## src/design/arcade_cfg.svh

```systemverilog
// Memory map and count macros for the ROM front end
`ifndef ARCADE_CFG_SVH
`define ARCADE_CFG_SVH

// Byte address of the first PROM, each PROM takes 256 bytes
`define PROM_START  25'h0A_0000

`define PROM_COUNT  12

// Slot 0 char, slot 1 scroll, slot 2 main
`define SLOT_COUNT  3

// SDRAM word offsets
`define MAIN_OFFSET 22'h00_0000
`define CHAR_OFFSET 22'h02_0000
`define SCR_OFFSET  22'h03_0000

`endif

```

## src/design/arcade_pkg.sv

```systemverilog
// Packed structs for the download, SDRAM, ROM slot and clock enable buses
`default_nettype none

package arcade_pkg;

    // One byte from the download stream
    typedef struct packed {
        logic [24:0] addr;
        logic [7:0]  dout;
        logic        wr;
    } ioctl_t;

    // SDRAM programming write
    typedef struct packed {
        logic [21:0] addr;   // Word address
        logic [7:0]  data;
        logic [1:0]  mask;   // Active low byte lanes
        logic        we;
    } prog_t;

    // Fetch request towards SDRAM
    typedef struct packed {
        logic        req;
        logic [21:0] addr;
    } sdram_req_t;

    // SDRAM answer, ack while downloading means write accepted
    typedef struct packed {
        logic        ack;
        logic        rdy;
        logic [15:0] data;
    } sdram_rsp_t;

    typedef struct packed {
        logic        cs;
        logic [16:0] addr;   // Word address inside the slot
    } rom_req_t;

    typedef struct packed {
        logic        ok;
        logic [15:0] data;
    } rom_rsp_t;

    // Pixel clock enables from 48 MHz
    typedef struct packed {
        logic cen12;
        logic cen6;
        logic cen3;
    } cen_t;

endpackage

`default_nettype wire

```

## src/design/cen_gen.sv

```systemverilog
// Clock enable generator for 12, 6 and 3 MHz pulses from a 48 MHz clock
`default_nettype none

module cen_gen (
    input  wire              clk,
    input  wire              rst_n,
    output arcade_pkg::cen_t cen
);

    logic [3:0] cnt;

    always_ff @(posedge clk) begin
        if (!rst_n) begin
            cnt <= 4'd0;
            cen <= '0;
        end else begin
            cnt       <= cnt + 4'd1;
            cen.cen12 <= &cnt[1:0];  // Divide by 4
            cen.cen6  <= &cnt[2:0];  // Divide by 8
            cen.cen3  <= &cnt;       // Divide by 16
        end
    end

endmodule

`default_nettype wire

```

## src/design/rom_dwnld.sv

```systemverilog
// Download unit turning ioctl bytes into SDRAM writes and PROM write strobes
`default_nettype none
`include "arcade_cfg.svh"

module rom_dwnld (
    input  wire                     clk,
    input  wire                     rst_n,
    input  wire                     downloading,
    input  arcade_pkg::ioctl_t      ioctl,
    input  wire                     sdram_ack,
    output arcade_pkg::prog_t       prog,
    output logic [`PROM_COUNT-1:0]  prom_we
);

    logic [24:0] prom_off;
    logic [3:0]  prom_sel;
    logic        is_prom;
    logic        accept;

    logic [21:0] addr_q;
    logic [7:0]  data_q;
    logic [1:0]  mask_q;
    logic        we_q;

    assign is_prom  = ioctl.addr >= `PROM_START;
    assign prom_off = ioctl.addr - `PROM_START;
    assign prom_sel = prom_off[11:8];  // One PROM per 256 bytes

    // Bytes arriving while a write is pending are lost
    assign accept = downloading && ioctl.wr && !we_q;

    always_ff @(posedge clk) begin
        if (!rst_n) begin
            we_q    <= 1'b0;
            prom_we <= '0;
        end else begin
            prom_we <= '0;
            if (we_q && downloading && sdram_ack)
                we_q <= 1'b0;
            if (accept && !is_prom)
                we_q <= 1'b1;
            if (accept && is_prom && prom_sel < `PROM_COUNT)
                prom_we[prom_sel] <= 1'b1;
        end
    end

    always_ff @(posedge clk) begin
        if (accept) begin
            data_q <= ioctl.dout;
            if (is_prom) begin
                addr_q <= {14'd0, prom_off[7:0]};  // PROM local address
                mask_q <= 2'b11;
            end else begin
                addr_q <= ioctl.addr[22:1];
                mask_q <= ioctl.addr[0] ? 2'b01 : 2'b10;  // Odd byte uses upper lane
            end
        end
    end

    assign prog = '{addr: addr_q, data: data_q, mask: mask_q, we: we_q};

endmodule

`default_nettype wire

```

## src/design/rom_slots.sv

```systemverilog
// Three-slot ROM fetcher sharing one SDRAM port, fixed priority, one word cache per slot
`default_nettype none
`include "arcade_cfg.svh"

module rom_slots (
    input  wire                    clk,
    input  wire                    rst_n,
    input  wire                    downloading,
    input  arcade_pkg::rom_req_t   rom_req [`SLOT_COUNT],
    output arcade_pkg::rom_rsp_t   rom_rsp [`SLOT_COUNT],
    output arcade_pkg::sdram_req_t sdram_req,
    input  arcade_pkg::sdram_rsp_t sdram_rsp
);

    localparam int slot_w = $clog2(`SLOT_COUNT);
    localparam logic [21:0] slot_offset [`SLOT_COUNT] = '{
        `CHAR_OFFSET, `SCR_OFFSET, `MAIN_OFFSET
    };

    typedef enum logic [1:0] {
        st_idle,
        st_ack,  // Request held until ack
        st_rdy   // Waiting for the data word
    } state_t;

    state_t              state;
    logic [slot_w-1:0]   cur_slot;
    logic [16:0]         fetch_addr;
    logic [21:0]         addr_q;
    logic                req_q;

    logic [16:0]         cache_addr [`SLOT_COUNT];
    logic [15:0]         cache_data [`SLOT_COUNT];
    logic [`SLOT_COUNT-1:0] cache_valid;

    logic [`SLOT_COUNT-1:0] hit;
    logic [`SLOT_COUNT-1:0] miss;
    logic                pick_valid;
    logic [slot_w-1:0]   pick_slot;

    always_comb begin
        for (int i = 0; i < `SLOT_COUNT; i++) begin
            hit[i]          = cache_valid[i] && cache_addr[i] == rom_req[i].addr;
            miss[i]         = rom_req[i].cs && !hit[i];
            rom_rsp[i].ok   = rom_req[i].cs && hit[i];
            rom_rsp[i].data = cache_data[i];
        end
    end

    // Lowest slot number wins
    always_comb begin
        pick_valid = 1'b0;
        pick_slot  = '0;
        for (int i = `SLOT_COUNT - 1; i >= 0; i--) begin
            if (miss[i]) begin
                pick_valid = 1'b1;
                pick_slot  = slot_w'(i);
            end
        end
    end

    always_ff @(posedge clk) begin
        if (!rst_n) begin
            state       <= st_idle;
            req_q       <= 1'b0;
            cur_slot    <= '0;
            cache_valid <= '0;
        end else if (downloading) begin
            // SDRAM belongs to the download, cached words go stale
            state       <= st_idle;
            req_q       <= 1'b0;
            cache_valid <= '0;
        end else begin
            case (state)
                st_idle: if (pick_valid) begin
                    state      <= st_ack;
                    req_q      <= 1'b1;
                    cur_slot   <= pick_slot;
                    fetch_addr <= rom_req[pick_slot].addr;
                    addr_q     <= slot_offset[pick_slot] + {5'd0, rom_req[pick_slot].addr};
                end
                st_ack: if (sdram_rsp.ack) begin
                    state <= st_rdy;
                    req_q <= 1'b0;
                end
                st_rdy: if (sdram_rsp.rdy) begin
                    state                 <= st_idle;
                    cache_valid[cur_slot] <= 1'b1;
                end
                default: state <= st_idle;
            endcase
        end
    end

    // Cache contents, qualified by cache_valid
    always_ff @(posedge clk) begin
        if (state == st_rdy && sdram_rsp.rdy) begin
            cache_addr[cur_slot] <= fetch_addr;
            cache_data[cur_slot] <= sdram_rsp.data;
        end
    end

    assign sdram_req = '{req: req_q, addr: addr_q};

endmodule

`default_nettype wire

```

## src/design/arcade_rom_top.sv

```systemverilog
// Top level of the ROM front end with clock enables, download unit and slot fetcher
`default_nettype none
`include "arcade_cfg.svh"

module arcade_rom_top (
    input  wire                     clk,
    input  wire                     rst_n,
    input  wire                     downloading,
    input  arcade_pkg::ioctl_t      ioctl,
    input  arcade_pkg::rom_req_t    rom_req [`SLOT_COUNT],
    input  arcade_pkg::sdram_rsp_t  sdram_rsp,
    output arcade_pkg::cen_t        cen,
    output arcade_pkg::prog_t       prog,
    output wire [`PROM_COUNT-1:0]   prom_we,
    output arcade_pkg::rom_rsp_t    rom_rsp [`SLOT_COUNT],
    output arcade_pkg::sdram_req_t  sdram_req
);

    cen_gen i_cen (
        .clk    ( clk   ),
        .rst_n  ( rst_n ),
        .cen    ( cen   )
    );

    // Ack means write accepted while downloading
    rom_dwnld i_dwnld (
        .clk         ( clk           ),
        .rst_n       ( rst_n         ),
        .downloading ( downloading   ),
        .ioctl       ( ioctl         ),
        .sdram_ack   ( sdram_rsp.ack ),
        .prog        ( prog          ),
        .prom_we     ( prom_we       )
    );

    rom_slots i_slots (
        .clk         ( clk         ),
        .rst_n       ( rst_n       ),
        .downloading ( downloading ),
        .rom_req     ( rom_req     ),
        .rom_rsp     ( rom_rsp     ),
        .sdram_req   ( sdram_req   ),
        .sdram_rsp   ( sdram_rsp   )
    );

endmodule

`default_nettype wire

```

## config.mk

```make
export PLATFORM = sky130hd
export DESIGN_NAME = arcade_rom_top
export DESIGN_NICKNAME = d
export VERILOG_FILES = /design/src/design/arcade_pkg.sv /design/src/design/cen_gen.sv /design/src/design/rom_dwnld.sv /design/src/design/rom_slots.sv /design/src/design/arcade_rom_top.sv
export VERILOG_INCLUDE_DIRS = /design/src /design/src/design
export SDC_FILE = /design/constraint.sdc
export NUM_CORES = 1
export LEC_CHECK = 0
export BUFFER_PORTS_ARGS = -buffer_cell sky130_fd_sc_hd__buf_2
export CAP_MARGIN = 30
export CORE_ASPECT_RATIO = 0.9
export CORE_UTILIZATION = 54
export CTS_CLUSTER_DIAMETER = 50
export DETAILED_ROUTE_END_ITERATION = 10
export MAX_ROUTING_LAYER = met4
export PLACE_DENSITY = 0.83
export SLEW_MARGIN = 5
export SYNTH_ARGS = -nofsm -noshare
export SYNTH_HDL_FRONTEND = slang
export SYNTH_SLANG_ARGS = --single-unit
```

## constraint.sdc

```tcl
create_clock -name clk -period 10.8 [get_ports clk]
set_clock_uncertainty 0.05 [all_clocks]
set_input_delay 2.16 -clock clk [delete_from_list [all_inputs] [get_ports clk]]
set_output_delay 2.16 -clock clk [all_outputs]
set_load 0.02 [all_outputs]
```

# == Word-level counts from Yosys, hierarchy flattened ==
# Memory sizes are Yosys's and may differ from the RTL's.
# Index checks and enable logic that the tools add are counted.
# op_classes
bitwise_logic,4
n_reduce_logical,37
order_cmp,7
n_addsub,3
n_eq_ne,8
mux,29
# op_table
op,n
17-bit == test,3
22-bit binary-select mux with 2-bit select,1
22-bit two-way mux,2
18-bit binary-select mux with 2-bit select,1
17-bit two-way mux,2
25-bit by 20-bit >= comparator with 1-bit output (second input constant),1
22-bit by 17-bit adder with 22-bit output,1
1-bit logical AND,19
2-bit two-way mux,7
3-bit AND reduction,4
12-bit by 1-bit subtractor with 12-bit output (second input constant),1
1-bit two-way mux,11
8-bit two-way mux,1
4-bit AND reduction,2
2-bit case mux with 3 select lines,1
2-bit AND reduction,3
1-bit zero test,5
4-bit by 5-bit < comparator with 1-bit output (second input constant),1
4-bit by 1-bit adder with 4-bit output (second input constant),1
1-bit demux with 4-bit select,1
4-bit by 1-bit >= comparator with 1-bit output (second input constant),1
4-bit < comparator (second input constant),1
2-bit inequality test (second input constant),2
2-bit nonzero test,2
13 further kinds,14
# word_totals
mem_bits_rw,99
regBits,99
out_inout_bits,122
input_bits,109
memories,2
elab_cells,106
# memory_table
memory,words,word_bits,rd,rd_clocked_by_memory_dff,write_ports,line_no,source
i_slots.cache_addr,3,17,3,0,1,rom_slots.sv:32,logic [16:0] cache_addr [`SLOT_COUNT];
i_slots.cache_data,3,16,3,0,1,rom_slots.sv:33,logic [15:0] cache_data [`SLOT_COUNT];

# == Logic depth before layout (Yosys ltp) ==
# An unclocked memory read counts as a cell.
# logic_depth
word_depth,13
ltp_mapped,10
depth_no_buf,8

# == Modules after synthesis ==
# From an unflattened synthesis, not the netlist that was laid out.
# hier_totals
hier_cells,464
area_unflattened_um2,7175.6
# modules_own_cells
module,instances,area_each_um2,cells_each,seq_area_each_um2
rom_slots,1,5253.8,343,3733.6
rom_dwnld,1,1691.6,102,1221.2
cen_gen,1,230.2,19,140.1

# == Worst setup path before layout ==
# OpenSTA, ideal clock, no wires.
# synth_path
path_type,input to register
start,in sdram_rsp[16] (netlist bit)
end,mem i_slots.cache_addr[2][0] (enable)
setup_ns,0.521
stages,2
slack_ns,4.419
required_time_ns,10.229
path_buffers,0
arrival_ns,5.810
path_cell_list,nand2_1 nor4b_1
# synth_between
elab_chain_cells,3
# synth_lines
item,line_no,source
"start, declared",arcade_rom_top.sv:11,"input arcade_pkg::sdram_rsp_t sdram_rsp,"
1-bit logical AND,rom_slots.sv:97,if (state == st_rdy && sdram_rsp.rdy) begin
1-bit two-way mux,rom_slots.sv:97,
1-bit two-way mux (not written as such),rom_slots.sv:98,cache_addr[cur_slot] <= fetch_addr;
"end, declared",rom_slots.sv:32,
# Every way passes these cells.

==> run summary <==
The flow ran to the end, and the final reports show no timing, DRC or antenna violations. The unique cell type count in the Yosys netlist came out at 41. Once detailed placement completed, the half-perimeter wirelength came to 11.33 mm. Summed over all layers, the routed wires come to 16.40 mm.

The detail route stage leaves a number of antenna-violating nets equal to 0. In this run the static leakage power is 3.421 nW. The tools report the worst vdd rail ir drop as 0.1293 mV. The largest area contributor in the synthesized netlist is edfxtp_1. The logs give 4628 for the number of global-route vias before repair and 13420 um2 for the floorplan die area. In the global route stage, met2 resource usage came out at 41.89%.

For this design the top-level I/O count stands at 231. The global-route track usage on met3 is 8.591%. TritonCTS built the clock tree. The family with the most delay on the worst path is simple AND/OR/NAND/NOR gates. The post-detailed-route wirelength per cell was 19.12 um. The total count of hold-check failures in the final report was 0; the count of routing violations after the opening detailed-route iteration was 516. The netlist area before placement was 6997 um2.

The number of flops mapped to enable cells by yosys came out at 151. Once the clock tree was built, the setup fixing pass inserted 0 buffers. Initial standard-cell utilization of the core: 55.15%.

The largest family of logic cells by synthesized area was simple AND/OR/NAND/NOR gates. Data on the critical path is required at its endpoint by 8590 ps. Setup repair after global routing left no endpoint under its margin. The tools report the number of buffers inserted by hold repair at cts as 0.

At the pin with the least slew margin, the transition time is 719.8 ps. After synthesis the netlist holds a flip-flop and latch count of 179. The sequential-to-total area share from yosys stat is 72.82%.

The layer flagged by global routing as most heavily used is met2. The count of synthesis-stage warnings from yosys is 0. The synthesized-area fraction occupied by adder cells works out to 0.7153%. Global-route wire length before repair: 23.99 mm. The commonest cells after synthesis are 151 x edfxtp_1, 48 x xor2_1, 30 x nor4_1. The longest clock path from root to sink contains 2 buffers.

Among all flip-flop cells after synthesis, the most frequent one is edfxtp_1. The completed layout was analyzed and its total power is 1.551 mW. STA classifies the critical path startpoint as an input port. In the routed layout, each cell is associated on average with a via count of 5.505. The arrival time of the worst setup path was 3690 ps. The reported max-cap violation count came out at 0. Traced cell by cell, the critical path runs through buf_2 > xor2_1 > nor4_1 > nand3_1 > nor3_1 > buf_2. The area growth from synthesis to layout is 26.02%. The tools report the area inside the core boundary as 12690 um2. The synthesized netlist devotes 9.889% of its cell area to simple gates. The total number of vias is 4723, and the summed negative setup slack over all endpoints is 0 ps. The power density of the placed cells came out at 175.9 nW/um2. In this run, post-CTS repair resized a total of 0 instances. The overall fraction of global-route tracks in use was 25.51%; the DRC violation count after routing was 0. The slowest stage of the critical path is the nor4_1 cell. The final global-route overflow total is 0, and the complex-gate fraction of the synthesized area is 4.685%. Buffers inserted during clock tree synthesis total 17. The run gives 4 as the CTS H-tree depth. The endpoint class of the critical path was an output port. The critical setup path kind was in2out.

The cell area after placement came out at 8167 um2. Die outline height: 110.0 um. The tools report the number of antenna violations at the first check in global routing as 2. A synthesized cell averages 15.21 um2. The maximum fanout encountered on the critical timing path was 3. Row generation in the floorplan step produced 39 rows. After clock tree synthesis, the clock-pin slew on the worst setup and hold paths is 60 ps. After Yosys synthesis, XOR and XNOR cells account for 6.509% of the synthesized area.

The congestion estimate from routability-driven global placement came to 0.8660. The clock net sink count was 179. Post-route cell area: 8817 um2.

The tree is rooted in a clkbuf_16. The cell that appears most often on the critical path is buf_2. Of the post-synthesis cell area, the part taken by muxes is 1.288%.

Yosys instantiated no cell more often than edfxtp_1. Setup violations remaining at the end of the flow were counted as 0. The delay of the slowest cell on the worst path is 420 ps. The cell count after synthesis came out at 460. The worst path uses 54.64% of the clock period.

The run gives 420 ps as the insertion delay to the later sink of the worst-skew pair. Counting both buffers and inverters, the worst setup path holds a total of 2. The run gives 0 as the final number of max-transition violations.

After layout, the minimum clock period comes to 5902 ps. Entering global routing, the biggest net connects 35 pins. Cells with a size suffix above 1 make up 40.38% of the layout. During placement, the flow inserted port buffers numbering 227. After synthesis, the cell types taking the most area are edfxtp_1 65%, dfxtp_1 8.0%, xor2_1 6.0%. Core occupancy in the finished layout: 69.50%.

The path class of the tightest hold or removal check is reg2reg. The net count of the finished layout is 792. The logs give 6 for the number of optimization iterations in the first detailed-route pass and 52.01% for the worst relative slew slack. After synthesis, the share of flip-flops with an asynchronous set or reset is 0%.

The die extent in x was 122.0 um. Met1 usage in global routing: 29.68%. For this run, the top clock speed supported by timing is 169.4 MHz. The share of Yosys cell area claimed by the top area cell type is 64.81%.
==> worst reg2reg max path, stage by stage (launching register included) <==
cell and delay, ps:
edfxtp_1 380, xor2_1 160, nor4_1 420, nand3_1 260, o21ai_4 600, nand3_4 370
a31oi_1 320, ha_1 200, ha_1 220
==> sequential cells by signal, summed over array words and instances (netlist names) <==
| signal | flops |
|---|---|
| i_cen.cen | 3 |
| i_cen.cnt | 4 |
| i_dwnld.addr_q | 22 |
| i_dwnld.data_q | 8 |
| i_dwnld.mask_q | 2 |
| i_dwnld.prom_we | 12 |
| i_dwnld.we_q | 1 |
| i_slots.addr_q | 8 |
| i_slots.cache_addr | 51 |
| i_slots.cache_data | 48 |
| i_slots.cache_valid | 3 |
| i_slots.cur_slot | 2 |
| i_slots.fetch_addr | 12 |
| i_slots.req_q | 1 |
| i_slots.state | 2 |
==> power by group <==
group,internal [mW],leakage [nW],switching [mW]
Combinational,0.0388,1.51,0.0659
Clock,0.429,0.314,0.245
Sequential,0.765,1.59,0.00767
Total,1.23,3.42,0.318
==> logic make-up after synthesis <==
group           count (synthesis)
buf+inv                        43
xor+xnor                       52
simple gates                  122
mux                             8
flops                         179
fa+ha+maj                       4
other cells                     1
compound gates                 51
==> metal layers <==
layer	share of wire (%)	vias up
met4	1.4	0
li1	-	2143
met1	39	2261
met2	50	296
met3	9.6	23
met5	0	-
==> final timing paths <==
check / start / to / slack [ps] / cells after the start
setup reg to reg: i_slots.cache_addr[0][12] / i_slots.addr_q[17] / 7570 / 8
setup / recovery: rom_req[48] / rom_rsp[50] / 4900 / 6
hold reg to reg: i_cen.cnt[0] / i_cen.cnt[0] / 400 / 1
hold / removal: i_cen.cnt[0] / i_cen.cnt[0] / 400 / 1
==> cell type report <==
| class | count | area [um2] |
|---|---|---|
| timing repair buffer | 235 | 1196 |
| multi-input combinational | 243 | 1659 |
| clock buffer | 18 | 429.2 |
| tap | 164 | 205.2 |
| antenna | 3 | 7.507 |
| sequential | 179 | 5095 |
| inverter | 3 | 11.26 |
| fill | 878 | 3870 |
| clock inverter | 13 | 214.0 |
==> layout by cell type (no fill, tap or decap), types with 2 or more instances in the layout <==
cell | synthesis | layout
nand3b_1 | 2 | 2
nor2_1 | 18 | 17
xnor2_1 | 4 | 4
inv_1 | 3 | 3
nor4b_2 | 0 | 2
a21oi_1 | 3 | 3
clkinv_2 | 0 | 2
edfxtp_1 | 151 | 151
dfxtp_1 | 28 | 28
nor4_2 | 1 | 2
o21ai_0 | 18 | 18
and3_1 | 2 | 2
xor2_1 | 48 | 48
bufinv_16 | 0 | 6
nor4_1 | 30 | 29
nand2_1 | 7 | 7
o21ai_4 | 2 | 2
buf_2 | 4 | 227
clkbuf_16 | 0 | 17
mux2_2 | 8 | 8
ha_1 | 4 | 4
a31oi_1 | 17 | 17
nor3_1 | 9 | 9
o21ai_1 | 3 | 3
o21a_1 | 3 | 3
conb_1 | 1 | 6
nand3_1 | 24 | 24
clkinv_1 | 0 | 4
diode_2 | 0 | 3
nand2b_1 | 4 | 4
buf_4 | 21 | 8
nor2b_1 | 2 | 2
and2_1 | 16 | 16
==> metrics by stage <==
step	hold WS, ps	cells	setup WS [ps]
5_1_grt	433.4	857	4784
3_3_place_gp	384.1	824	4992
2_1_floorplan	369.9	465	4419
3_5_place_dp	395.0	824	4978
6_report	399.5	858	4898
4_1_cts	403.8	855	4925
No activity file was read; power rests on OpenSTA's default activity.
